`config.mk`:
```
export PLATFORM = sky130hd
export DESIGN_NAME = rename_top
export DESIGN_NICKNAME = d
export VERILOG_FILES = /design/src/common/rename_pkg.sv /design/src/rename/rename_ctrl.sv /design/src/rename/rename_map.sv /design/src/rename/free_list.sv /design/src/verilog/retire_queue.sv /design/src/verilog/rename_top.sv
export SDC_FILE = /design/constraint.sdc
export NUM_CORES = 1
export LEC_CHECK = 0
export BUFFER_PORTS_ARGS = -buffer_cell sky130_fd_sc_hd__buf_2
export CAP_MARGIN = 15
export CORE_MARGIN = 3
export CORE_UTILIZATION = 55
export DETAILED_ROUTE_END_ITERATION = 10
export PLACE_DENSITY_LB_ADDON = 0.2
export SYNTH_ARGS = -nofsm -noshare
export SYNTH_HDL_FRONTEND = slang
export SYNTH_SLANG_ARGS = --single-unit
export TNS_END_PERCENT = 20
```
`constraint.sdc`:
```
create_clock -name clk -period 3.3 [get_ports clk]
set_clock_uncertainty 0.2 [all_clocks]
set_input_delay 0.33 -clock clk [delete_from_list [all_inputs] [get_ports clk]]
set_output_delay 0.33 -clock clk [all_outputs]
set_load 0.05 [all_outputs]
```
`src/common/rename_pkg.sv`:
```
`default_nettype none

package rename_pkg;

    // Architectural register file
    localparam int ARF_SIZE  = 32;
    localparam int AREG_BITS = $clog2(ARF_SIZE);  // 5 bits

    // Physical register file
    localparam int PRF_SIZE  = 64;
    localparam int PREG_BITS = $clog2(PRF_SIZE);  // 6 bits

    // Registers not covered by the reset identity map
    localparam int FREE_COUNT = PRF_SIZE - ARF_SIZE;

    typedef logic [AREG_BITS-1:0] areg_id_t;  // x0..x31
    typedef logic [PREG_BITS-1:0] preg_id_t;  // p0..p63

endpackage

`default_nettype wire

```
`src/rename/rename_ctrl.sv`:
```
`timescale 1ns/100ps
`default_nettype none

module rename_ctrl (
    input  wire                   clk,
    input  wire                   rstn,
    // Decoded instruction in
    input  wire                   di_valid_i,
    input  wire rename_pkg::areg_id_t rs1_i,
    input  wire rename_pkg::areg_id_t rs2_i,
    input  wire rename_pkg::areg_id_t rd_i,
    input  wire                   rd_valid_i,
    input  wire [31:0]            pc_i,
    input  wire [7:0]             id_i,
    output logic                  di_ready_o,
    // Renamed instruction out
    output logic                  do_valid_o,
    output rename_pkg::preg_id_t  prs1_o,
    output rename_pkg::preg_id_t  prs2_o,
    output rename_pkg::preg_id_t  prd_o,
    output rename_pkg::areg_id_t  rd_o,
    output logic                  rd_valid_o,
    output logic [31:0]           pc_o,
    output logic [7:0]            id_o,
    input  wire                   do_ready_i,
    // Map table
    output rename_pkg::areg_id_t  rd_addr1_o,
    output rename_pkg::areg_id_t  rd_addr2_o,
    input  wire rename_pkg::preg_id_t map_prs1_i,
    input  wire rename_pkg::preg_id_t map_prs2_i,
    input  wire rename_pkg::preg_id_t map_old_prd_i,
    output logic                  map_we_o,
    output rename_pkg::areg_id_t  map_waddr_o,
    output rename_pkg::preg_id_t  map_wdata_o,
    // Free list
    output logic                  alloc_o,
    input  wire rename_pkg::preg_id_t free_prd_i,
    input  wire                   free_empty_i,
    // Retire queue
    output logic                  rq_push_o,
    output rename_pkg::preg_id_t  rq_old_prd_o,
    input  wire                   rq_full_i
);
    import rename_pkg::*;

    logic need_reg;
    logic stall;
    logic xfer;
    logic do_rename;

    assign need_reg = rd_valid_i && (rd_i != '0);  // x0 keeps p0 forever
    assign stall    = di_valid_i && need_reg && (free_empty_i || rq_full_i);

    assign do_valid_o = di_valid_i && !stall;
    assign di_ready_o = do_ready_i && !stall;

    // Both sides move on the same edge
    assign xfer      = di_valid_i && di_ready_o;
    assign do_rename = xfer && need_reg;

    // Allocate, remap and record always go together
    assign alloc_o      = do_rename;
    assign map_we_o     = do_rename;
    assign rq_push_o    = do_rename;
    assign map_waddr_o  = rd_i;
    assign map_wdata_o  = free_prd_i;
    assign rq_old_prd_o = map_old_prd_i;  // Previous owner of rd

    assign rd_addr1_o = rs1_i;
    assign rd_addr2_o = rs2_i;

    assign prs1_o     = map_prs1_i;
    assign prs2_o     = map_prs2_i;
    assign prd_o      = need_reg ? free_prd_i : '0;
    assign rd_o       = rd_i;
    assign rd_valid_o = need_reg;
    assign pc_o       = pc_i;
    assign id_o       = id_i;

    // The free list must never be popped dry
    a_no_alloc_empty: assert property (@(posedge clk) disable iff (!rstn)
        !(alloc_o && free_empty_i));

endmodule

`default_nettype wire

```
`src/rename/rename_map.sv`:
```
`timescale 1ns/100ps
`default_nettype none

module rename_map (
    input  wire                       clk,
    input  wire                       rstn,
    input  wire rename_pkg::areg_id_t raddr1_i,
    input  wire rename_pkg::areg_id_t raddr2_i,
    input  wire rename_pkg::areg_id_t raddr3_i,
    output rename_pkg::preg_id_t      rdata1_o,
    output rename_pkg::preg_id_t      rdata2_o,
    output rename_pkg::preg_id_t      rdata3_o,
    input  wire                       we_i,
    input  wire rename_pkg::areg_id_t waddr_i,
    input  wire rename_pkg::preg_id_t wdata_i
);
    import rename_pkg::*;

    preg_id_t map_q [ARF_SIZE];  // Current physical owner per arch reg

    // Combinational reads show the old value during a write
    assign rdata1_o = map_q[raddr1_i];
    assign rdata2_o = map_q[raddr2_i];
    assign rdata3_o = map_q[raddr3_i];  // Old mapping of rd

    always_ff @(posedge clk) begin
        if (!rstn) begin
            for (int i = 0; i < ARF_SIZE; i++) begin
                map_q[i] <= preg_id_t'(i);  // Identity map
            end
        end else if (we_i) begin
            map_q[waddr_i] <= wdata_i;
        end
    end

    // The controller filters out x0 before it reaches the map
    a_no_x0_write: assert property (@(posedge clk) disable iff (!rstn)
        we_i |-> (waddr_i != '0));

endmodule

`default_nettype wire

```
`src/rename/free_list.sv`:
```
`timescale 1ns/100ps
`default_nettype none

module free_list (
    input  wire                       clk,
    input  wire                       rstn,
    input  wire                       pop_i,
    output rename_pkg::preg_id_t      head_o,
    output logic                      empty_o,
    input  wire                       push_i,
    input  wire rename_pkg::preg_id_t push_data_i
);
    import rename_pkg::*;

    localparam int PTR_BITS = $clog2(FREE_COUNT);
    localparam int CNT_BITS = $clog2(FREE_COUNT + 1);

    preg_id_t            mem_q [FREE_COUNT];
    logic [PTR_BITS-1:0] rd_ptr_q;
    logic [PTR_BITS-1:0] wr_ptr_q;
    logic [CNT_BITS-1:0] count_q;

    assign head_o  = mem_q[rd_ptr_q];
    assign empty_o = (count_q == '0);

    always_ff @(posedge clk) begin
        if (!rstn) begin
            for (int i = ARF_SIZE; i < PRF_SIZE; i++) begin
                mem_q[i - ARF_SIZE] <= preg_id_t'(i);  // p32..p63 ascending
            end
        end else if (push_i) begin
            mem_q[wr_ptr_q] <= push_data_i;
        end
    end

    always_ff @(posedge clk) begin
        if (!rstn) begin
            rd_ptr_q <= '0;
            wr_ptr_q <= '0;  // Write pointer meets read pointer when full
            count_q  <= CNT_BITS'(FREE_COUNT);
        end else begin
            if (pop_i) begin
                rd_ptr_q <= rd_ptr_q + 1'b1;  // Wraps at FREE_COUNT
            end
            if (push_i) begin
                wr_ptr_q <= wr_ptr_q + 1'b1;
            end
            if (push_i && !pop_i) begin
                count_q <= count_q + 1'b1;
            end else if (pop_i && !push_i) begin
                count_q <= count_q - 1'b1;
            end
        end
    end

    a_no_pop_empty: assert property (@(posedge clk) disable iff (!rstn)
        pop_i |-> !empty_o);

    // A release beyond capacity means a tag was freed twice
    a_no_overfill: assert property (@(posedge clk) disable iff (!rstn)
        push_i |-> (count_q != CNT_BITS'(FREE_COUNT)));

endmodule

`default_nettype wire

```
`src/verilog/retire_queue.sv`:
```
`timescale 1ns/100ps
`default_nettype none

module retire_queue #(
    parameter int RQ_DEPTH = 32
) (
    input  wire                       clk,
    input  wire                       rstn,
    input  wire                       push_i,
    input  wire rename_pkg::preg_id_t push_data_i,
    output logic                      full_o,
    input  wire                       retire_i,
    output logic                      rel_valid_o,
    output rename_pkg::preg_id_t      rel_prd_o
);
    import rename_pkg::*;

    localparam int PTR_BITS = $clog2(RQ_DEPTH);
    localparam int CNT_BITS = $clog2(RQ_DEPTH + 1);

    preg_id_t            mem_q [RQ_DEPTH];  // Old tags in rename order
    logic [PTR_BITS-1:0] rd_ptr_q;
    logic [PTR_BITS-1:0] wr_ptr_q;
    logic [CNT_BITS-1:0] count_q;

    assign full_o      = (count_q == CNT_BITS'(RQ_DEPTH));
    assign rel_valid_o = retire_i;
    assign rel_prd_o   = mem_q[rd_ptr_q];  // Oldest recorded tag

    always_ff @(posedge clk) begin
        if (push_i) begin
            mem_q[wr_ptr_q] <= push_data_i;
        end
    end

    always_ff @(posedge clk) begin
        if (!rstn) begin
            rd_ptr_q <= '0;
            wr_ptr_q <= '0;
            count_q  <= '0;
        end else begin
            if (retire_i) begin
                rd_ptr_q <= rd_ptr_q + 1'b1;
            end
            if (push_i) begin
                wr_ptr_q <= wr_ptr_q + 1'b1;  // Depth is a power of two
            end
            if (push_i && !retire_i) begin
                count_q <= count_q + 1'b1;
            end else if (retire_i && !push_i) begin
                count_q <= count_q - 1'b1;
            end
        end
    end

    // Retire pulses come from outside and must match recorded renames
    a_no_retire_empty: assert property (@(posedge clk) disable iff (!rstn)
        retire_i |-> (count_q != '0));

endmodule

`default_nettype wire

```
`src/verilog/rename_top.sv`:
```
`timescale 1ns/100ps
`default_nettype none

module rename_top #(
    parameter int RQ_DEPTH = 32
) (
    input  wire                       clk,
    input  wire                       rstn,
    input  wire                       di_valid_i,
    input  wire rename_pkg::areg_id_t rs1_i,
    input  wire rename_pkg::areg_id_t rs2_i,
    input  wire rename_pkg::areg_id_t rd_i,
    input  wire                       rd_valid_i,
    input  wire [31:0]                pc_i,
    input  wire [7:0]                 id_i,
    output logic                      di_ready_o,
    output logic                      do_valid_o,
    output rename_pkg::preg_id_t      prs1_o,
    output rename_pkg::preg_id_t      prs2_o,
    output rename_pkg::preg_id_t      prd_o,
    output rename_pkg::areg_id_t      rd_o,
    output logic                      rd_valid_o,
    output logic [31:0]               pc_o,
    output logic [7:0]                id_o,
    input  wire                       do_ready_i,
    input  wire                       retire_i
);
    import rename_pkg::*;

    areg_id_t rd_addr1, rd_addr2, map_waddr;
    preg_id_t map_prs1, map_prs2, map_old_prd, map_wdata;
    preg_id_t free_prd, rq_old_prd, rel_prd;
    logic     map_we, alloc, free_empty, rq_push, rq_full, rel_valid;

    rename_ctrl u_ctrl (
        .clk, .rstn,
        .di_valid_i, .rs1_i, .rs2_i, .rd_i, .rd_valid_i, .pc_i, .id_i, .di_ready_o,
        .do_valid_o, .prs1_o, .prs2_o, .prd_o, .rd_o, .rd_valid_o, .pc_o, .id_o,
        .do_ready_i,
        .rd_addr1_o(rd_addr1), .rd_addr2_o(rd_addr2),
        .map_prs1_i(map_prs1), .map_prs2_i(map_prs2), .map_old_prd_i(map_old_prd),
        .map_we_o(map_we), .map_waddr_o(map_waddr), .map_wdata_o(map_wdata),
        .alloc_o(alloc), .free_prd_i(free_prd), .free_empty_i(free_empty),
        .rq_push_o(rq_push), .rq_old_prd_o(rq_old_prd), .rq_full_i(rq_full)
    );

    rename_map u_map (
        .clk, .rstn,
        .raddr1_i(rd_addr1), .raddr2_i(rd_addr2), .raddr3_i(rd_i),  // Port 3 reads rd
        .rdata1_o(map_prs1), .rdata2_o(map_prs2), .rdata3_o(map_old_prd),
        .we_i(map_we), .waddr_i(map_waddr), .wdata_i(map_wdata)
    );

    free_list u_free (
        .clk, .rstn,
        .pop_i(alloc), .head_o(free_prd), .empty_o(free_empty),
        .push_i(rel_valid), .push_data_i(rel_prd)  // Released tags come back here
    );

    retire_queue #(.RQ_DEPTH(RQ_DEPTH)) u_rq (
        .clk, .rstn,
        .push_i(rq_push), .push_data_i(rq_old_prd), .full_o(rq_full),
        .retire_i, .rel_valid_o(rel_valid), .rel_prd_o(rel_prd)
    );

endmodule

`default_nettype wire

```
==> impl_metrics.tcl, run 1 <==
set metrics [dict create \
    grt_pass1_vias 19389 \
    fp.dieH_um 242 \
    pwr_density_cell_nw_per_um2 527 \
    grt_max_degree 56 \
    async_flop_share_pct 0 \
    die_w_um 242 \
    ios 127 \
    period_share_pct 99.7 \
    slowest_stage "dfxtp_4" \
    rows 85 \
    path_clk_slew_ns 0.06 \
    seq_area_frac_synth_pct 59.0 \
    synth_edf_count 576 \
    end_kind "output port" \
    grt_overflow 0 \
    crit_buf_inv 5 \
    netlist_area_um2 30700 \
    area_growth_pct 12.6 \
    syn_area_per_cell_um2 13.6 \
    insertion_delay_ns 0.66 \
    tritoncts "yes" \
    start_kind "register" \
    yosys.cell_types.count 60 \
    numCtsBuffers 61 \
    totalPowerFinal_uw 18200 \
    place_area_um2 32000 \
    worst_pin_slew_ns 0.753 \
    drive_above_1_share_pct 23.7 \
    fmax_mhz 304 \
    vias_per_cell 6.40 \
    holdWs_ns 0.0737 \
    layout_commonest_cell "edfxtp_1" \
    power_leakage_uw 0.0109 \
    cap_violations 0 \
    relSlewSlack_pct 49.7 \
    yosys_register_bits 618 \
    hold_viol_final 0 \
    min_period_ns 3.29 \
    final-max-slew-violation-count 0 \
    synthCells 2260 \
    rsz0062_at_grt "true" \
    placedCellCount 2948 \
    vias 19904 \
    grt_pass1_wl_um 121000 \
    yosysWarnings 0 \
    grt_antenna_before_repair 1 \
    worst_ep_required_time_ns 2.77 \
    fin_area_um2 34600 \
    start_util_pct 56.3 \
    cpPeakStageDelay_ns 0.40 \
    outcome "finished clean" \
    cp_top_family "buffers and inverters" \
    final_cell_mix "edfxtp_1, nand2_1, nor2_1" \
    cp_max_fo 7 \
    peakVddDrop_mv 0.438 \
    drtIter0Drc 2452 \
    portBuffers 46 \
    final_util_pct 63.4 \
    ys.flop_type "edfxtp_1" \
    antenna_left 0 \
    crit_chain "buf_6 -> buf_12 -> buf_4 -> mux2_2 -> o22ai_1 -> o21ai_2 -> nand4_1 -> buf_12 -> nor2_1 -> buf_6" \
    dp_hpwl_um 55500 \
    remaining_drc_errors 0 \
    routabilityCongestion 0.927 \
    stdcell_count 3110 \
    core-area_um2 54600 \
    cts_max_level 2 \
    drtPass1Iterations 6 \
    clock_sinks 618 \
    worstSetupPathType "reg2out" \
    root_buffer "clkbuf_16" \
    fin_nets 2402 \
    grtUsageTotal_pct 27.6 \
    routedWlPerCell_um 26.4 \
    setup_viol 0 \
    crit_arrival_ns 2.76 \
    ctsLongestPathBuffers 3 \
    holdCritPathClass "in2reg" \
    wirelength_um 82100 \
    fp.dieArea_um2 58700 \
]
## synthesized netlist by cell type, types with 11 or more instances
master / count / share of area, %
a22oi_1: 66 / 1.6
o21ai_0: 28 / 0.46
mux2i_1: 176 / 5.7
nor2b_1: 12 / 0.24
buf_1: 14 / 0.17
nand2_1: 318 / 3.9
nand4_1: 15 / 0.31
dfxtp_1: 42 / 2.7
nor3_1: 40 / 0.65
buf_2: 46 / 0.75
nor2_1: 282 / 3.4
o22ai_1: 15 / 0.31
edfxtp_1: 576 / 56
and3_1: 11 / 0.22
a21oi_1: 29 / 0.47
buf_6: 11 / 0.40
buf_4: 61 / 1.5
mux2_2: 46 / 1.7
clkbuf_1: 80 / 0.98
ha_1: 21 / 0.86
inv_1: 16 / 0.20
mux4_2: 175 / 13
nand3_1: 44 / 0.72
a22o_1: 15 / 0.43
## sequential cells by signal (all words and copies together), names as in the netlist, named ones only
name / count
u_free.wr_ptr_q: 5
u_map.map_q: 192
u_rq.rd_ptr_q: 5
u_free.count_q: 6
u_free.rd_ptr_q: 5
u_rq.count_q: 6
u_rq.mem_q: 192
u_rq.wr_ptr_q: 5
u_free.mem_q: 192
## routing by layer
| layer | global-route usage [%] | vias up | part of all wire, % |
|---|---|---|---|
| met5 | 0 | - | 0 |
| met4 | 10.3 | 0 | 3.6 |
| li1 | - | 8628 | - |
| met2 | 41.6 | 1127 | 46 |
| met3 | 8.06 | 177 | 12 |
| met1 | 38.4 | 9972 | 39 |
## worst reg2reg max path, stage by stage (launching register included)
cell and delay [ns]:
dfxtp_1 0.37, nor4_4 0.30, nand2_1 0.19, and3_1 0.22, inv_1 0.06, ha_1 0.16, inv_1 0.10, ha_1 0.20
or4_1 0.47, a311o_1 0.28, o211ai_1 0.10, xnor2_1 0.14, nand2_1 0.06
## final timing paths
path / start / to / slack, ns / cells after the start
min: retire_i / u_free.wr_ptr_q[4] / 0.07 / 4
max reg2reg: u_free.count_q[1] / u_free.count_q[5] / 0.32 / 12
max: register / prd_o[2] / 0.01 / 10
min reg2reg: u_free.rd_ptr_q[4] / register / 0.29 / 2
## power by group
part           total, µW  internal (µW)  switching, µW
logic               2580            988           1590
clock network       6760           3770           2980
registers           8900           8760            136
total              18200          13500           4710
## per-stage QoR
stage	setup TNS [ns]	worst slack, ns
floorplan	0	0.0190
finish	0	0.00989
CTS	-0.169	-0.0572
global placement	0	0.125
global route	-0.185	-0.0454
detailed placement	0	0.142
## logic make-up (layout without fill, tap and decap cells)
logic type,after synthesis,count (layout),share of synthesized area [%]
DFF,618,618,59.0
xor gates and xnor gates,16,16,0.456
and+or+nand+nor,779,779,10.8
other,1,7,0.0122
muxes,397,397,20.3
adders and majority gates,23,23,0.986
buffers and inverters,231,336,4.10
AOI/OAI and AO/OA,195,195,4.37
## cell type report
cell class,instances,area (µm²)
Timing Repair Buffer,204,1990
Clock buffer,93,1730
Clock inverter,22,213
Inverter,17,63.8
Fill cell,4078,20000
Multi-Input combinational cell,1416,11500
Tap cell,739,925
Antenna cell,1,2.50
Sequential cell,618,18100
## timing repair
item / CTS / global route
setup buffers: 7 / 36
setup endpoints to repair: 6 / 6
gates resized for setup: 41 / 36
gates cloned: 2 / 3
hold buffers: 0 / 0
pin swaps: 4 / 22
(Power assumes the default switching activity.)
==> inputs of run 2 (changes only) <==
CORE_MARGIN = 2   (was 3)
SETUP_SLACK_MARGIN = 0.15   (was not set)
SYNTH_HIERARCHICAL = 1   (was not set)
==> run 2 against run 1 <==
  * The run now ends with setup timing left
  * Die area up 0.72%
  * Critical path type unchanged
  * Via count down 3.9%
  * Total power increased by 1.1%
  * First-iteration DRC count shrank 13%
  * Final area up 1.1%
==> impl_metrics.tcl, run 2 <==
set metrics [dict create \
    violations "setup timing" \
    pwr_density_cell_nw_per_um2 527 \
    grt_overflow 0 \
    crit_chain "buf_12 -> mux4_1 -> a22o_1 -> a221oi_2 -> nand3_2 -> buf_12 -> and2_4 -> buf_6" \
    synth_largest_area_cell "edfxtp_1" \
    remaining_drc_errors 0 \
    relSlewSlack_pct 25.3 \
    hold_buffers 0 \
    core-area_um2 56500 \
    combinationalPowerShare_pct 12.3 \
    tritoncts "yes" \
    antenna_left 0 \
    yosys_register_bits 618 \
    synth_top_family_by_area "multiplexers" \
    worst_ep_required_time_ns 2.77 \
    start_util_pct 55.7 \
    holdCritPathClass "in2reg" \
    async_flop_share_pct 0 \
    crit_arrival_ns 2.85 \
    start_kind "register" \
    drive_above_1_share_pct 24.5 \
    vias_per_cell 6.57 \
    synth_edf_count 576 \
    worst_pin_slew_ns 1.11 \
    switching_power_uw 4480 \
    p_int_uw 13900 \
    crit_buf_inv 3 \
    synth-xor-area-share_pct 0.529 \
    synth_simple_gate_area_share_pct 11.8 \
    rsz0062_at_grt "true" \
    final-max-slew-violation-count 0 \
    setup_tns_ns -0.204 \
    cp_max_fo 6 \
    path_clk_slew_ns 0.06 \
    drtPass1Iterations 7 \
    post_synth_main_area_contributors "edfxtp_1, mux4_2, mux4_1, mux2i_1, and2_1" \
    synth_common_cells "edfxtp_1, mux4_2, and2_1, or3_1, clkbuf_1" \
    fp.dieArea_um2 59100 \
    end_kind "output port" \
    slowest_stage "mux4_1" \
    ys.flop_type "edfxtp_1" \
    fp.dieH_um 243 \
    fin_nets 2189 \
    seq_area_frac_synth_pct 57.6 \
    worstHoldStart "rstn" \
    grt_antenna_before_repair 0 \
    rows 87 \
    yosysWarnings 6 \
    fin_area_um2 35000 \
    peakVddDrop_mv 0.452 \
    place_area_um2 32200 \
    yosysTopAreaCellShare_pct 55.0 \
    insertedDiodeCount 0 \
    grt_max_degree 58 \
    layout_commonest_cell "edfxtp_1" \
    final_cell_mix "edfxtp_1, mux4_2, and2_1, or3_1, nor2_1" \
    yosys.cell_types.count 65 \
    syn_area_per_cell_um2 14.6 \
    cts_max_level 3 \
    grt_pass1_wl_um 119000 \
    hold_viol_final 0 \
    area_growth_pct 11.1 \
    cap_violations 0 \
    grt_pass1_vias 18933 \
    min_period_ns 3.38 \
    root_buffer "clkbuf_16" \
    worstSetupPathType "reg2out" \
    holdWs_ns 0.0493 \
    portBuffers 46 \
    vias 19133 \
    synth_compound_area_share_pct 3.26 \
    power_leakage_uw 0.0108 \
    drtIter0Drc 2145 \
    insertion_delay_ns 0.61 \
    numCtsBuffers 67 \
    outcome "complete, but fails checks" \
    synth_most_common_cell "edfxtp_1" \
    fin_ws_ns -0.0797 \
    setup_viol 4 \
    clock_sinks 618 \
    cp_top_family "compound AO/OA/AOI/OAI gates" \
    ctsLongestPathBuffers 3 \
    period_share_pct 102 \
    synthCells 2152 \
    routedWlPerCell_um 26.8 \
    seqPwrFrac_pct 48.1 \
    die_w_um 243 \
    yosys.area_share.adder_pct 0.922 \
    ios 127 \
    cpPeakStageDelay_ns 0.56 \
    fmax_mhz 296 \
    routabilityCongestion 0.884 \
    grtUsageTotal_pct 26.8 \
    reg.largest.list "u_free/mem_q: 192 flops, u_map/map_q: 192 flops, u_rq/mem_q: 192 flops" \
    syn-num-nets 2235 \
    wirelength_um 78100 \
    muxShareOfSynthArea_pct 20.7 \
    clkPwrFrac_pct 39.6 \
    cpMostUsedCell "buf_12" \
    switching_share_pct 24.3 \
    netlist_area_um2 31500 \
    dp_hpwl_um 50900 \
]
[run 2: power by group through the flow]
stage	clock [µW]	combinational, µW	sequential (µW)
after floorplan	0	1510	8980
after global placement	0	1970	9010
after detailed placement	0	2010	9020
after CTS	7420	2200	8860
after global routing	7700	2390	8880
final	7300	2260	8870
[run 2: final cells by class]
class	instances	area, µm²
timing repair buffer	162	1720
multi-input combinational	1239	12000
sequential	618	18100
tap	756	946
clock inverter	34	265
clock buffer	87	1860
inverter	18	70.1
fill	4113	21500
[run 2: metrics by stage]
step / power (µW) / std cells / setup slack, ns / util [%]
CTS: 18500 / 2911 / -0.101 / 61.7
detailed placement: 11000 / 2773 / -0.0122 / 57.0
finish: 18400 / 2914 / -0.0797 / 61.9
global route: 19000 / 2914 / -0.119 / 61.9
global placement: 11000 / 2773 / 0.0740 / 57.0
floorplan: 10500 / 2152 / 0.165 / -
[run 2: logic make-up after synthesis]
logic type	count (synthesis)
flops	618
simple gates	694
xor+xnor	19
fa+ha+maj	22
buf+inv	295
mux	348
compound gates	156
[run 2: worst paths after layout]
path	cells after the start	slack, ns	endpoint
max	8	-0.08	prd_o[0]
min	2	0.05	u_free/wr_ptr_q[1]
min reg2reg	2	0.28	u_rq/count_q[5]
max reg2reg	7	0.27	u_free/mem_q[2][1]
[run 2: routing by layer]
layer	GRT usage (%)	wire length [µm]	up-vias
met3	4.20	6510	170
met1	36.9	30900	9774
met2	43.4	38100	1016
met5	0	0	-
li1	-	-	8173
met4	10.0	2670	0
[run 2: repair_timing]
item | CTS | global route
gates cloned | 6 | 0
pin swaps | 11 | 10
resized for setup | 80 | 20
setup endpoints to repair | 33 | 41
buffers inserted | 11 | 3
